--- src/design/fb_pkg.sv ---
package fb_pkg;

  // frame buffer address width, 1024 pixels per bank at most
  localparam int FB_ADDR_BITS = 10;

  // bits per colour channel
  localparam int COLOR_BITS = 4;

  // 12-bit rgb pixel as stored in the frame buffer
  typedef struct packed {
    logic [COLOR_BITS-1:0] red;
    logic [COLOR_BITS-1:0] grn;
    logic [COLOR_BITS-1:0] blu;
  } pixel_t;

  // one renderer write into the back bank
  typedef struct packed {
    logic [FB_ADDR_BITS-1:0] addr;
    pixel_t                  px;
  } fb_write_t;

  // registered video output of the scanout
  typedef struct packed {
    logic   hsync;
    logic   vsync;
    logic   de;
    pixel_t px;
  } video_t;

endpackage
--- src/design/gfx_demo_dbuf.sv ---
`timescale 1ns/1ns

module gfx_demo_dbuf #(
  parameter int H_VISIBLE = 16,
  parameter int H_FRONT   = 2,
  parameter int H_SYNC    = 3,
  parameter int H_BACK    = 3,
  parameter int V_VISIBLE = 8,
  parameter int V_FRONT   = 1,
  parameter int V_SYNC    = 2,
  parameter int V_BACK    = 1
) (
  input  logic           clk,
  input  logic           reset,
  output fb_pkg::video_t video
);
  import fb_pkg::*;

  // renderer to switcher
  fb_write_t wr;
  logic      wr_valid;
  logic      wr_ready;
  logic      frame_done;
  logic      restart;

  // scanout to switcher
  logic [FB_ADDR_BITS-1:0] rd_addr;
  logic                    rd_en;
  pixel_t                  rd_pixel;
  logic                    vsync_end;
  logic                    scan_enable;

  pattern_renderer #(
    .H_VISIBLE(H_VISIBLE),
    .V_VISIBLE(V_VISIBLE)
  ) i_renderer (
    .clk       (clk),
    .reset     (reset),
    .restart   (restart),
    .wr        (wr),
    .wr_valid  (wr_valid),
    .wr_ready  (wr_ready),
    .frame_done(frame_done)
  );

  raster_scanout #(
    .H_VISIBLE(H_VISIBLE),
    .H_FRONT  (H_FRONT),
    .H_SYNC   (H_SYNC),
    .H_BACK   (H_BACK),
    .V_VISIBLE(V_VISIBLE),
    .V_FRONT  (V_FRONT),
    .V_SYNC   (V_SYNC),
    .V_BACK   (V_BACK)
  ) i_scanout (
    .clk      (clk),
    .reset    (reset),
    .enable   (scan_enable),
    .rd_addr  (rd_addr),
    .rd_en    (rd_en),
    .rd_pixel (rd_pixel),
    .vsync_end(vsync_end),
    .video    (video)
  );

  dbuf_bank_switch #(
    .H_VISIBLE(H_VISIBLE),
    .V_VISIBLE(V_VISIBLE)
  ) i_switch (
    .clk        (clk),
    .reset      (reset),
    .wr         (wr),
    .wr_valid   (wr_valid),
    .wr_ready   (wr_ready),
    .frame_done (frame_done),
    .restart    (restart),
    .rd_addr    (rd_addr),
    .rd_en      (rd_en),
    .rd_pixel   (rd_pixel),
    .vsync_end  (vsync_end),
    .scan_enable(scan_enable)
  );

endmodule

--- src/design/dbuf_bank_switch.sv ---
`timescale 1ns/1ns

module dbuf_bank_switch #(
  parameter int H_VISIBLE = 16,
  parameter int V_VISIBLE = 8
) (
  input  logic                            clk,
  input  logic                            reset,
  input  fb_pkg::fb_write_t               wr,
  input  logic                            wr_valid,
  output logic                            wr_ready,
  input  logic                            frame_done,
  output logic                            restart,
  input  logic [fb_pkg::FB_ADDR_BITS-1:0] rd_addr,
  input  logic                            rd_en,
  output fb_pkg::pixel_t                  rd_pixel,
  input  logic                            vsync_end,
  output logic                            scan_enable
);
  import fb_pkg::*;

  localparam int DEPTH      = H_VISIBLE * V_VISIBLE;
  localparam int DEPTH_BITS = (DEPTH > 1) ? $clog2(DEPTH) : 1;

  typedef enum logic {
    WAIT_FIRST,
    RUNNING
  } swap_state_t;

  swap_state_t state;

  // high for exactly one cycle, the cycle in which the banks trade places
  logic swap_q;

  // index of the bank being scanned out, the other one is written
  logic front_sel;
  logic back_sel;
  logic wr_fire;

  // bank that served the read in flight
  logic rd_sel_q;

  logic [DEPTH_BITS-1:0] wr_index;
  logic [DEPTH_BITS-1:0] rd_index;

  assign back_sel = ~front_sel;
  assign wr_ready = ~swap_q;
  assign restart  = swap_q;
  assign wr_fire  = wr_valid && wr_ready;
  assign wr_index = wr.addr[DEPTH_BITS-1:0];
  assign rd_index = rd_addr[DEPTH_BITS-1:0];

  assign scan_enable = (state == RUNNING);

  always_ff @(posedge clk) begin
    if (reset) begin
      state     <= WAIT_FIRST;
      swap_q    <= 1'b0;
      front_sel <= 1'b1;
    end else begin
      case (state)
        WAIT_FIRST: begin
          // first frame complete, show it as soon as the banks swap
          swap_q <= frame_done;
          if (swap_q) begin
            state <= RUNNING;
          end
        end
        RUNNING: begin
          swap_q <= vsync_end;
        end
        default: begin
          state <= WAIT_FIRST;
        end
      endcase

      if (swap_q) begin
        front_sel <= ~front_sel;
      end
    end
  end

  // two identical banks, one written and one read at any time
  for (genvar b = 0; b < 2; b++) begin : g_bank
    pixel_t mem [DEPTH];
    pixel_t rd_q;

    always_ff @(posedge clk) begin
      if (wr_fire && (back_sel == 1'(b))) begin
        mem[wr_index] <= wr.px;
      end
      if (rd_en && (front_sel == 1'(b))) begin
        rd_q <= mem[rd_index];
      end
    end
  end

  always_ff @(posedge clk) begin
    if (rd_en) begin
      rd_sel_q <= front_sel;
    end
  end

  // one cycle read latency through the selected bank register
  assign rd_pixel = rd_sel_q ? g_bank[1].rd_q : g_bank[0].rd_q;

endmodule

--- src/design/raster_scanout.sv ---
`timescale 1ns/1ns

module raster_scanout #(
  parameter int H_VISIBLE = 16,
  parameter int H_FRONT   = 2,
  parameter int H_SYNC    = 3,
  parameter int H_BACK    = 3,
  parameter int V_VISIBLE = 8,
  parameter int V_FRONT   = 1,
  parameter int V_SYNC    = 2,
  parameter int V_BACK    = 1
) (
  input  logic                            clk,
  input  logic                            reset,
  input  logic                            enable,
  output logic [fb_pkg::FB_ADDR_BITS-1:0] rd_addr,
  output logic                            rd_en,
  input  fb_pkg::pixel_t                  rd_pixel,
  output logic                            vsync_end,
  output fb_pkg::video_t                  video
);
  import fb_pkg::*;

  localparam int H_TOTAL = H_VISIBLE + H_FRONT + H_SYNC + H_BACK;
  localparam int V_TOTAL = V_VISIBLE + V_FRONT + V_SYNC + V_BACK;
  localparam int H_BITS  = $clog2(H_TOTAL);
  localparam int V_BITS  = $clog2(V_TOTAL);

  // column and line boundaries at counter width
  localparam logic [H_BITS-1:0] H_VIS_END    = H_BITS'(H_VISIBLE);
  localparam logic [H_BITS-1:0] H_SYNC_START = H_BITS'(H_VISIBLE + H_FRONT);
  localparam logic [H_BITS-1:0] H_SYNC_END   = H_BITS'(H_VISIBLE + H_FRONT + H_SYNC);
  localparam logic [H_BITS-1:0] H_LAST       = H_BITS'(H_TOTAL - 1);
  localparam logic [V_BITS-1:0] V_VIS_END    = V_BITS'(V_VISIBLE);
  localparam logic [V_BITS-1:0] V_SYNC_START = V_BITS'(V_VISIBLE + V_FRONT);
  localparam logic [V_BITS-1:0] V_SYNC_END   = V_BITS'(V_VISIBLE + V_FRONT + V_SYNC);
  localparam logic [V_BITS-1:0] V_SYNC_LAST  = V_BITS'(V_VISIBLE + V_FRONT + V_SYNC - 1);
  localparam logic [V_BITS-1:0] V_LAST       = V_BITS'(V_TOTAL - 1);

  logic [H_BITS-1:0] h_cnt;
  logic [V_BITS-1:0] v_cnt;

  // stage 0, decoded straight from the counters
  logic de0;
  logic hs0;
  logic vs0;

  // stage 1, aligned with the memory read data
  logic de1;
  logic hs1;
  logic vs1;

  // held at the top left corner until the first frame is ready
  always_ff @(posedge clk) begin
    if (reset || !enable) begin
      h_cnt <= '0;
      v_cnt <= '0;
    end else if (h_cnt == H_LAST) begin
      h_cnt <= '0;
      if (v_cnt == V_LAST) begin
        v_cnt <= '0;
      end else begin
        v_cnt <= v_cnt + V_BITS'(1);
      end
    end else begin
      h_cnt <= h_cnt + H_BITS'(1);
    end
  end

  assign de0 = enable && (h_cnt < H_VIS_END) && (v_cnt < V_VIS_END);
  assign hs0 = enable && (h_cnt >= H_SYNC_START) && (h_cnt < H_SYNC_END);
  assign vs0 = enable && (v_cnt >= V_SYNC_START) && (v_cnt < V_SYNC_END);

  // front bank fetch for the visible area only
  assign rd_en   = de0;
  assign rd_addr = FB_ADDR_BITS'(v_cnt) * FB_ADDR_BITS'(H_VISIBLE) + FB_ADDR_BITS'(h_cnt);

  // last cycle of the vsync pulse, the switcher swaps on the next one
  assign vsync_end = enable && (v_cnt == V_SYNC_LAST) && (h_cnt == H_LAST);

  always_ff @(posedge clk) begin
    if (reset) begin
      de1 <= 1'b0;
      hs1 <= 1'b0;
      vs1 <= 1'b0;
    end else begin
      de1 <= de0;
      hs1 <= hs0;
      vs1 <= vs0;
    end
  end

  // output register, colour blanked outside the visible area
  always_ff @(posedge clk) begin
    if (reset) begin
      video <= '0;
    end else begin
      video.hsync <= hs1;
      video.vsync <= vs1;
      video.de    <= de1;
      video.px    <= de1 ? rd_pixel : '0;
    end
  end

endmodule

--- src/design/pattern_renderer.sv ---
`timescale 1ns/1ns

module pattern_renderer #(
  parameter int H_VISIBLE = 16,
  parameter int V_VISIBLE = 8
) (
  input  logic              clk,
  input  logic              reset,
  input  logic              restart,
  output fb_pkg::fb_write_t wr,
  output logic              wr_valid,
  input  logic              wr_ready,
  output logic              frame_done
);
  import fb_pkg::*;

  localparam int X_BITS = (H_VISIBLE > 1) ? $clog2(H_VISIBLE) : 1;
  localparam int Y_BITS = (V_VISIBLE > 1) ? $clog2(V_VISIBLE) : 1;
  localparam logic [X_BITS-1:0] X_LAST = X_BITS'(H_VISIBLE - 1);
  localparam logic [Y_BITS-1:0] Y_LAST = Y_BITS'(V_VISIBLE - 1);

  typedef enum logic {
    RENDERING,
    FINISHED
  } render_state_t;

  render_state_t     state;
  logic [X_BITS-1:0] x;
  logic [Y_BITS-1:0] y;
  logic [7:0]        frame_num;
  logic              accept;
  logic              last_pixel;

  assign wr_valid   = (state == RENDERING);
  assign accept     = wr_valid && wr_ready;
  assign last_pixel = (x == X_LAST) && (y == Y_LAST);

  // pulses together with the acceptance of the final pixel
  assign frame_done = accept && last_pixel;

  // write payload follows the counters, so it holds until accepted
  always_comb begin
    wr.addr   = FB_ADDR_BITS'(y) * FB_ADDR_BITS'(H_VISIBLE) + FB_ADDR_BITS'(x);
    wr.px.red = COLOR_BITS'(x);
    wr.px.grn = COLOR_BITS'(y);
    wr.px.blu = frame_num[COLOR_BITS-1:0];
  end

  always_ff @(posedge clk) begin
    if (reset) begin
      state     <= RENDERING;
      x         <= '0;
      y         <= '0;
      frame_num <= '0;
    end else if (restart) begin
      // new back bank, start over with the next frame number
      state     <= RENDERING;
      x         <= '0;
      y         <= '0;
      frame_num <= frame_num + 8'd1;
    end else if (accept) begin
      if (x == X_LAST) begin
        x <= '0;
        if (last_pixel) begin
          y     <= '0;
          state <= FINISHED;
        end else begin
          y <= y + Y_BITS'(1);
        end
      end else begin
        x <= x + X_BITS'(1);
      end
    end
  end

endmodule

--- config.mk ---
export PLATFORM = sky130hd
export DESIGN_NAME = gfx_demo_dbuf
export DESIGN_NICKNAME = d
export VERILOG_FILES = /design/src/design/fb_pkg.sv /design/src/design/gfx_demo_dbuf.sv /design/src/design/dbuf_bank_switch.sv /design/src/design/raster_scanout.sv /design/src/design/pattern_renderer.sv
export SDC_FILE = /design/constraint.sdc
export NUM_CORES = 2
export LEC_CHECK = 0
export CELL_PAD_IN_SITES_DETAIL_PLACEMENT = 1
export CELL_PAD_IN_SITES_GLOBAL_PLACEMENT = 2
export CORE_UTILIZATION = 46
export CTS_BUF_LIST = sky130_fd_sc_hd__clkbuf_4 sky130_fd_sc_hd__clkbuf_8 sky130_fd_sc_hd__clkbuf_16
export DETAILED_ROUTE_END_ITERATION = 8
export DONT_BUFFER_PORTS = 1
export GPL_ROUTABILITY_DRIVEN = 1
export PLACE_DENSITY = 0.8
export SETUP_SLACK_MARGIN = 0.3
export SLEW_MARGIN = 25
export SYNTH_ARGS = -nofsm -noshare
export SYNTH_HDL_FRONTEND = slang
export SYNTH_SLANG_ARGS = --single-unit
--- constraint.sdc ---
create_clock -name clk -period 5.85 [get_ports clk]
set_input_delay 0.2925 -clock clk [delete_from_list [all_inputs] [get_ports clk]]
set_output_delay 0.2925 -clock clk [all_outputs]
set_load 0.02 [all_outputs]
==> report_table.html <==
<table>
<tr><th>Metric</th><th>Value</th></tr>
<tr><th colspan="2">Yosys</th></tr>
<tr><td>Post-synthesis sequential area ratio</td><td>77.4%</td></tr>
<tr><td>Top_reg_cell synth</td><td>sky130_fd_sc_hd__edfxtp_1</td></tr>
<tr><td>Number of synthesized register bits</td><td>2880</td></tr>
<tr><td>Net count of the mapped netlist</td><td>5211</td></tr>
<tr><td>Number of different library cells in the post-synthesis netlist</td><td>62</td></tr>
<tr><td>Share of flip-flops with an asynchronous set or reset</td><td>0%</td></tr>
<tr><td>Yosys warnings</td><td>0</td></tr>
<tr><td>Number of cells produced by synthesis</td><td>5197</td></tr>
<tr><td>Cell area after synthesis</td><td>111000 sq um</td></tr>
<tr><td>Mean Syn Cell Area</td><td>21.4 sq um</td></tr>
<tr><td>Number of enable-type register cells in the synthesized netlist</td><td>2839</td></tr>
<tr><th colspan="2">Layout</th></tr>
<tr><td>Most frequent cells in the layout</td><td>sky130_fd_sc_hd__edfxtp_1 (2839), sky130_fd_sc_hd__mux4_2 (623), sky130_fd_sc_hd__clkbuf_16 (307)</td></tr>
<tr><td>Growth of design area from synthesis to finish</td><td>13.4%</td></tr>
<tr><td>Fraction of final layout cells with drive strength greater than 1</td><td>28.2%</td></tr>
<tr><td>Layout net count</td><td>5498</td></tr>
<tr><td>Leading cell type in the layout, fill and taps excluded</td><td>sky130_fd_sc_hd__edfxtp_1</td></tr>
<tr><th colspan="2">CTS</th></tr>
<tr><td>Post-CTS Resized</td><td>0</td></tr>
<tr><td>Clock slew at reported path FFs</td><td>0.07 ns</td></tr>
<tr><td>Skew-Pair Late Insertion Delay</td><td>0.97 ns</td></tr>
<tr><td>CTS Hold Buffers Added</td><td>1</td></tr>
<tr><td>Inserted Clock Buffers</td><td>301</td></tr>
<tr><td>Clock Root Buffer</td><td>sky130_fd_sc_hd__clkbuf_16</td></tr>
<tr><td>TritonCTS clock tree</td><td>yes</td></tr>
<tr><td>Number of H-tree branching levels</td><td>5</td></tr>
<tr><td>CTS Buffer Depth</td><td>4</td></tr>
<tr><td>Number of clock sinks seen by CTS</td><td>2880</td></tr>
<tr><td>Count of buffers added by post-CTS timing repair for setup</td><td>0</td></tr>
<tr><th colspan="2">Floorplanning</th></tr>
<tr><td>Die span in y</td><td>494 um</td></tr>
<tr><td>Die width</td><td>494 um</td></tr>
<tr><td>Area of the core region</td><td>240000 sq um</td></tr>
<tr><td>Initial standard-cell utilization of the core</td><td>46.2%</td></tr>
<tr><td>Count of standard-cell rows</td><td>180</td></tr>
<tr><td>Die Area</td><td>244000 sq um</td></tr>
<tr><td>Number of ports placed on the die boundary</td><td>17</td></tr>
<tr><th colspan="2">Setup path</th></tr>
<tr><td>Crit Path Class</td><td>flop to flop</td></tr>
<tr><td>Kind of capture point of the worst setup path</td><td>flop</td></tr>
<tr><td>Critical path startpoint category</td><td>flop</td></tr>
<tr><td>Data required time of the critical path</td><td>6.50 ns</td></tr>
<tr><td>RR Endpoint</td><td>i_switch.g_bank[1].rd_q[8]</td></tr>
<tr><td>Worst reg2reg path startpoint</td><td>i_scanout.h_cnt[0]</td></tr>
<tr><td>Worst setup slack for register-to-register paths</td><td>1.33 ns</td></tr>
<tr><td>Worst EP arrival</td><td>5.18 ns</td></tr>
<tr><td>Critical path fanouts, max</td><td>39</td></tr>
<tr><td>FF-to-FF path depth</td><td>7</td></tr>
<tr><th colspan="2">Power and ir drop</th></tr>
<tr><td>Total chip power</td><td>41.5 mW</td></tr>
<tr><td>Pwr per Cell Area</td><td>330 nW/um^2</td></tr>
<tr><td>Peak supply drop</td><td>346 uV</td></tr>
<tr><td>Static leakage power</td><td>38.6 nW</td></tr>
<tr><th colspan="2">Drt</th></tr>
<tr><td>Total via count after detailed routing</td><td>57.3k</td></tr>
<tr><td>DRC violation count after routing</td><td>0</td></tr>
<tr><td>Via/cell ratio</td><td>6.44</td></tr>
<tr><td>Final WL</td><td>331000 um</td></tr>
<tr><td>Initial detailed-routing violation count</td><td>7531</td></tr>
<tr><td>Mean routed wirelength per cell</td><td>37.2 um</td></tr>
<tr><td>TritonRoute pass-1 iters</td><td>5</td></tr>
<tr><td>Final ANT Viol Nets</td><td>0</td></tr>
<tr><th colspan="2">Placed design</th></tr>
<tr><td>Number of port buffers</td><td>0</td></tr>
<tr><td>DP Wirelength</td><td>203000 um</td></tr>
<tr><td>Final weighted congestion of routability-driven global placement</td><td>0.918</td></tr>
<tr><th colspan="2">Timing</th></tr>
<tr><td>Fraction of the cycle the final worst path needs</td><td>77.3%</td></tr>
<tr><td>RSZ-0062 raised after global routing</td><td>false</td></tr>
<tr><td>Worst slew pin tran</td><td>1.28 ns</td></tr>
<tr><td>Count of pins over their slew limit</td><td>0</td></tr>
<tr><td>Number of setup violations in the final report</td><td>0</td></tr>
<tr><td>Final hold viol count</td><td>0</td></tr>
<tr><td>Normalized max-slew margin</td><td>14.0%</td></tr>
<tr><td>Max Fclk</td><td>221 MHz</td></tr>
<tr><td>Minimum clock period</td><td>4.52 ns</td></tr>
<tr><td>Worst hold slack</td><td>0.327 ns</td></tr>
<tr><td>Aggregate negative setup slack</td><td>0 ns</td></tr>
<tr><td>Clock Skew</td><td>0.0745 ns</td></tr>
<tr><th colspan="2">Global route</th></tr>
<tr><td>Maximum number of pins on one net before global-route repair</td><td>229</td></tr>
<tr><td>Overall Global Routing Usage</td><td>27.1%</td></tr>
<tr><td>Antenna violations before repair</td><td>20</td></tr>
<tr><td>Sum of overflow across all layers after global routing</td><td>0</td></tr>
<tr><td>Wire length of the first global-routing pass</td><td>459000 um</td></tr>
<tr><td>Number of global-route vias before repair</td><td>58.4k</td></tr>
<tr><th colspan="2">Min path</th></tr>
<tr><td>Type of the tightest min-delay check</td><td>input port to flop</td></tr>
<tr><td>Hold Path Origin</td><td>reset</td></tr>
<tr><td>Hold Path End</td><td>i_renderer.frame_num[2]</td></tr>
<tr><td>Count of cells along the worst hold path</td><td>2</td></tr>
<tr><th colspan="2">Run status</th></tr>
<tr><td>Status</td><td>complete, no violations</td></tr>
<tr><th colspan="2">Run</th></tr>
<tr><td>Number of max-cap violations</td><td>0</td></tr>
</table>
[flip-flops by register name (all words and copies together), names as in the netlist]
name and flops:
i_renderer.frame_num 4, i_renderer.state 1, i_renderer.x 4, i_renderer.y 3
i_scanout.de1 1, i_scanout.h_cnt 5, i_scanout.hs1 1, i_scanout.v_cnt 4
i_scanout.video 14, i_scanout.vs1 1, i_switch.front_sel 1, i_switch.g_bank.mem 2816
i_switch.g_bank.rd_q 22, i_switch.rd_sel_q 1, i_switch.restart 1, i_switch.scan_enable 1
[layer usage]
metal,share of wire [%],track usage [%]
met5,0.027,0
met4,5.1,12.2
met3,10,6.35
met2,47,42.9
met1,37,36.0
[stage by stage]
step | instance area (sq um) | utilization, % | setup WS [ns] | std cells
after floorplan | 111000 | - | 0.372 | 5197
after CTS | 126000 | 52.3 | 1.33 | 8875
after global placement | 116000 | 48.2 | 0.984 | 8351
after detailed placement | 116000 | 48.4 | 1.41 | 8357
after global routing | 126000 | 52.4 | 1.28 | 8896
final | 126000 | 52.4 | 1.33 | 8900
[critical path: stages, from the launching register on]
cell and delay [ns]:
sky130_fd_sc_hd__dfxtp_4 0.97, sky130_fd_sc_hd__buf_12 0.37, sky130_fd_sc_hd__buf_4 0.43, sky130_fd_sc_hd__mux4_2 0.56, sky130_fd_sc_hd__a22oi_1 0.23, sky130_fd_sc_hd__nand2_1 0.25
sky130_fd_sc_hd__a2111oi_0 1.04, sky130_fd_sc_hd__a211oi_1 0.21
[how the worst max path moves through the flow]
| stage | cells past startpoint | slack (ns) | startpoint | end |
|---|---|---|---|---|
| 5_1_grt | 7 | 1.28 | i_scanout.h_cnt[0] | i_switch.g_bank[1].rd_q[8] |
| 3_3_place_gp | 8 | 0.98 | i_scanout.v_cnt[0] | i_switch.g_bank[0].rd_q[9] |
| 4_1_cts | 8 | 1.33 | i_scanout.v_cnt[0] | i_switch.g_bank[0].rd_q[1] |
| 2_1_floorplan | 5 | 0.37 | i_renderer.x[3] | i_switch.g_bank[0].mem[61][0] |
| 6_report | 7 | 1.33 | i_scanout.h_cnt[0] | i_switch.g_bank[1].rd_q[8] |
| 3_5_place_dp | 8 | 1.41 | i_scanout.v_cnt[0] | i_switch.g_bank[0].rd_q[1] |
[cell usage after synthesis (all sizes together) (30+ instances only)]
library cell     n  area share, %
a211oi          50           0.34
a21oi           62           0.28
a221oi          30           0.24
a22oi           70           0.47
buf            203            1.2
clkbuf          97           0.33
dfxtp           41           0.74
edfxtp        2839             77
mux2            48           0.49
mux2i          276            2.5
mux4           627             13
nand2          127           0.43
nor2           340            1.1
nor2b           32           0.18
o22ai           74           0.42
[kinds of logic (layout without fill, tap and decap cells)]
group,Yosys count,in the layout,share of synthesized area (%)
flip-flops,2880,2880,77.4
multiplexers,951,951,15.7
AND/OR/NAND/NOR,590,590,2.26
AO/OA/AOI/OAI,442,442,2.82
buffers and inverters,310,811,1.55
adder cells (fa/ha/maj),12,12,0.135
XOR/XNOR,11,11,0.0934
other,1,18,0.00337
[power breakdown]
| part | internal, mW | leakage [nW] | total, mW | switching, mW |
|---|---|---|---|---|
| Clock | 10.8 | 4.69 | 18.7 | 7.86 |
| Sequential | 22.5 | 26.6 | 22.5 | 0.0402 |
| Combinational | 0.0540 | 7.30 | 0.319 | 0.265 |
| Total | 33.4 | 38.6 | 41.5 | 8.17 |
[final cells by class]
class,instances,area [sq um]
fill,20815,114000
antenna,17,42.5
multi-input combinational,2007,23900
sequential,2880,86100
inverter,10,38.8
clock buffer,367,8170
clock inverter,150,1240
tap,3185,3990
timing repair buffer,284,2550
No activity file was read; power rests on OpenSTA's default activity.
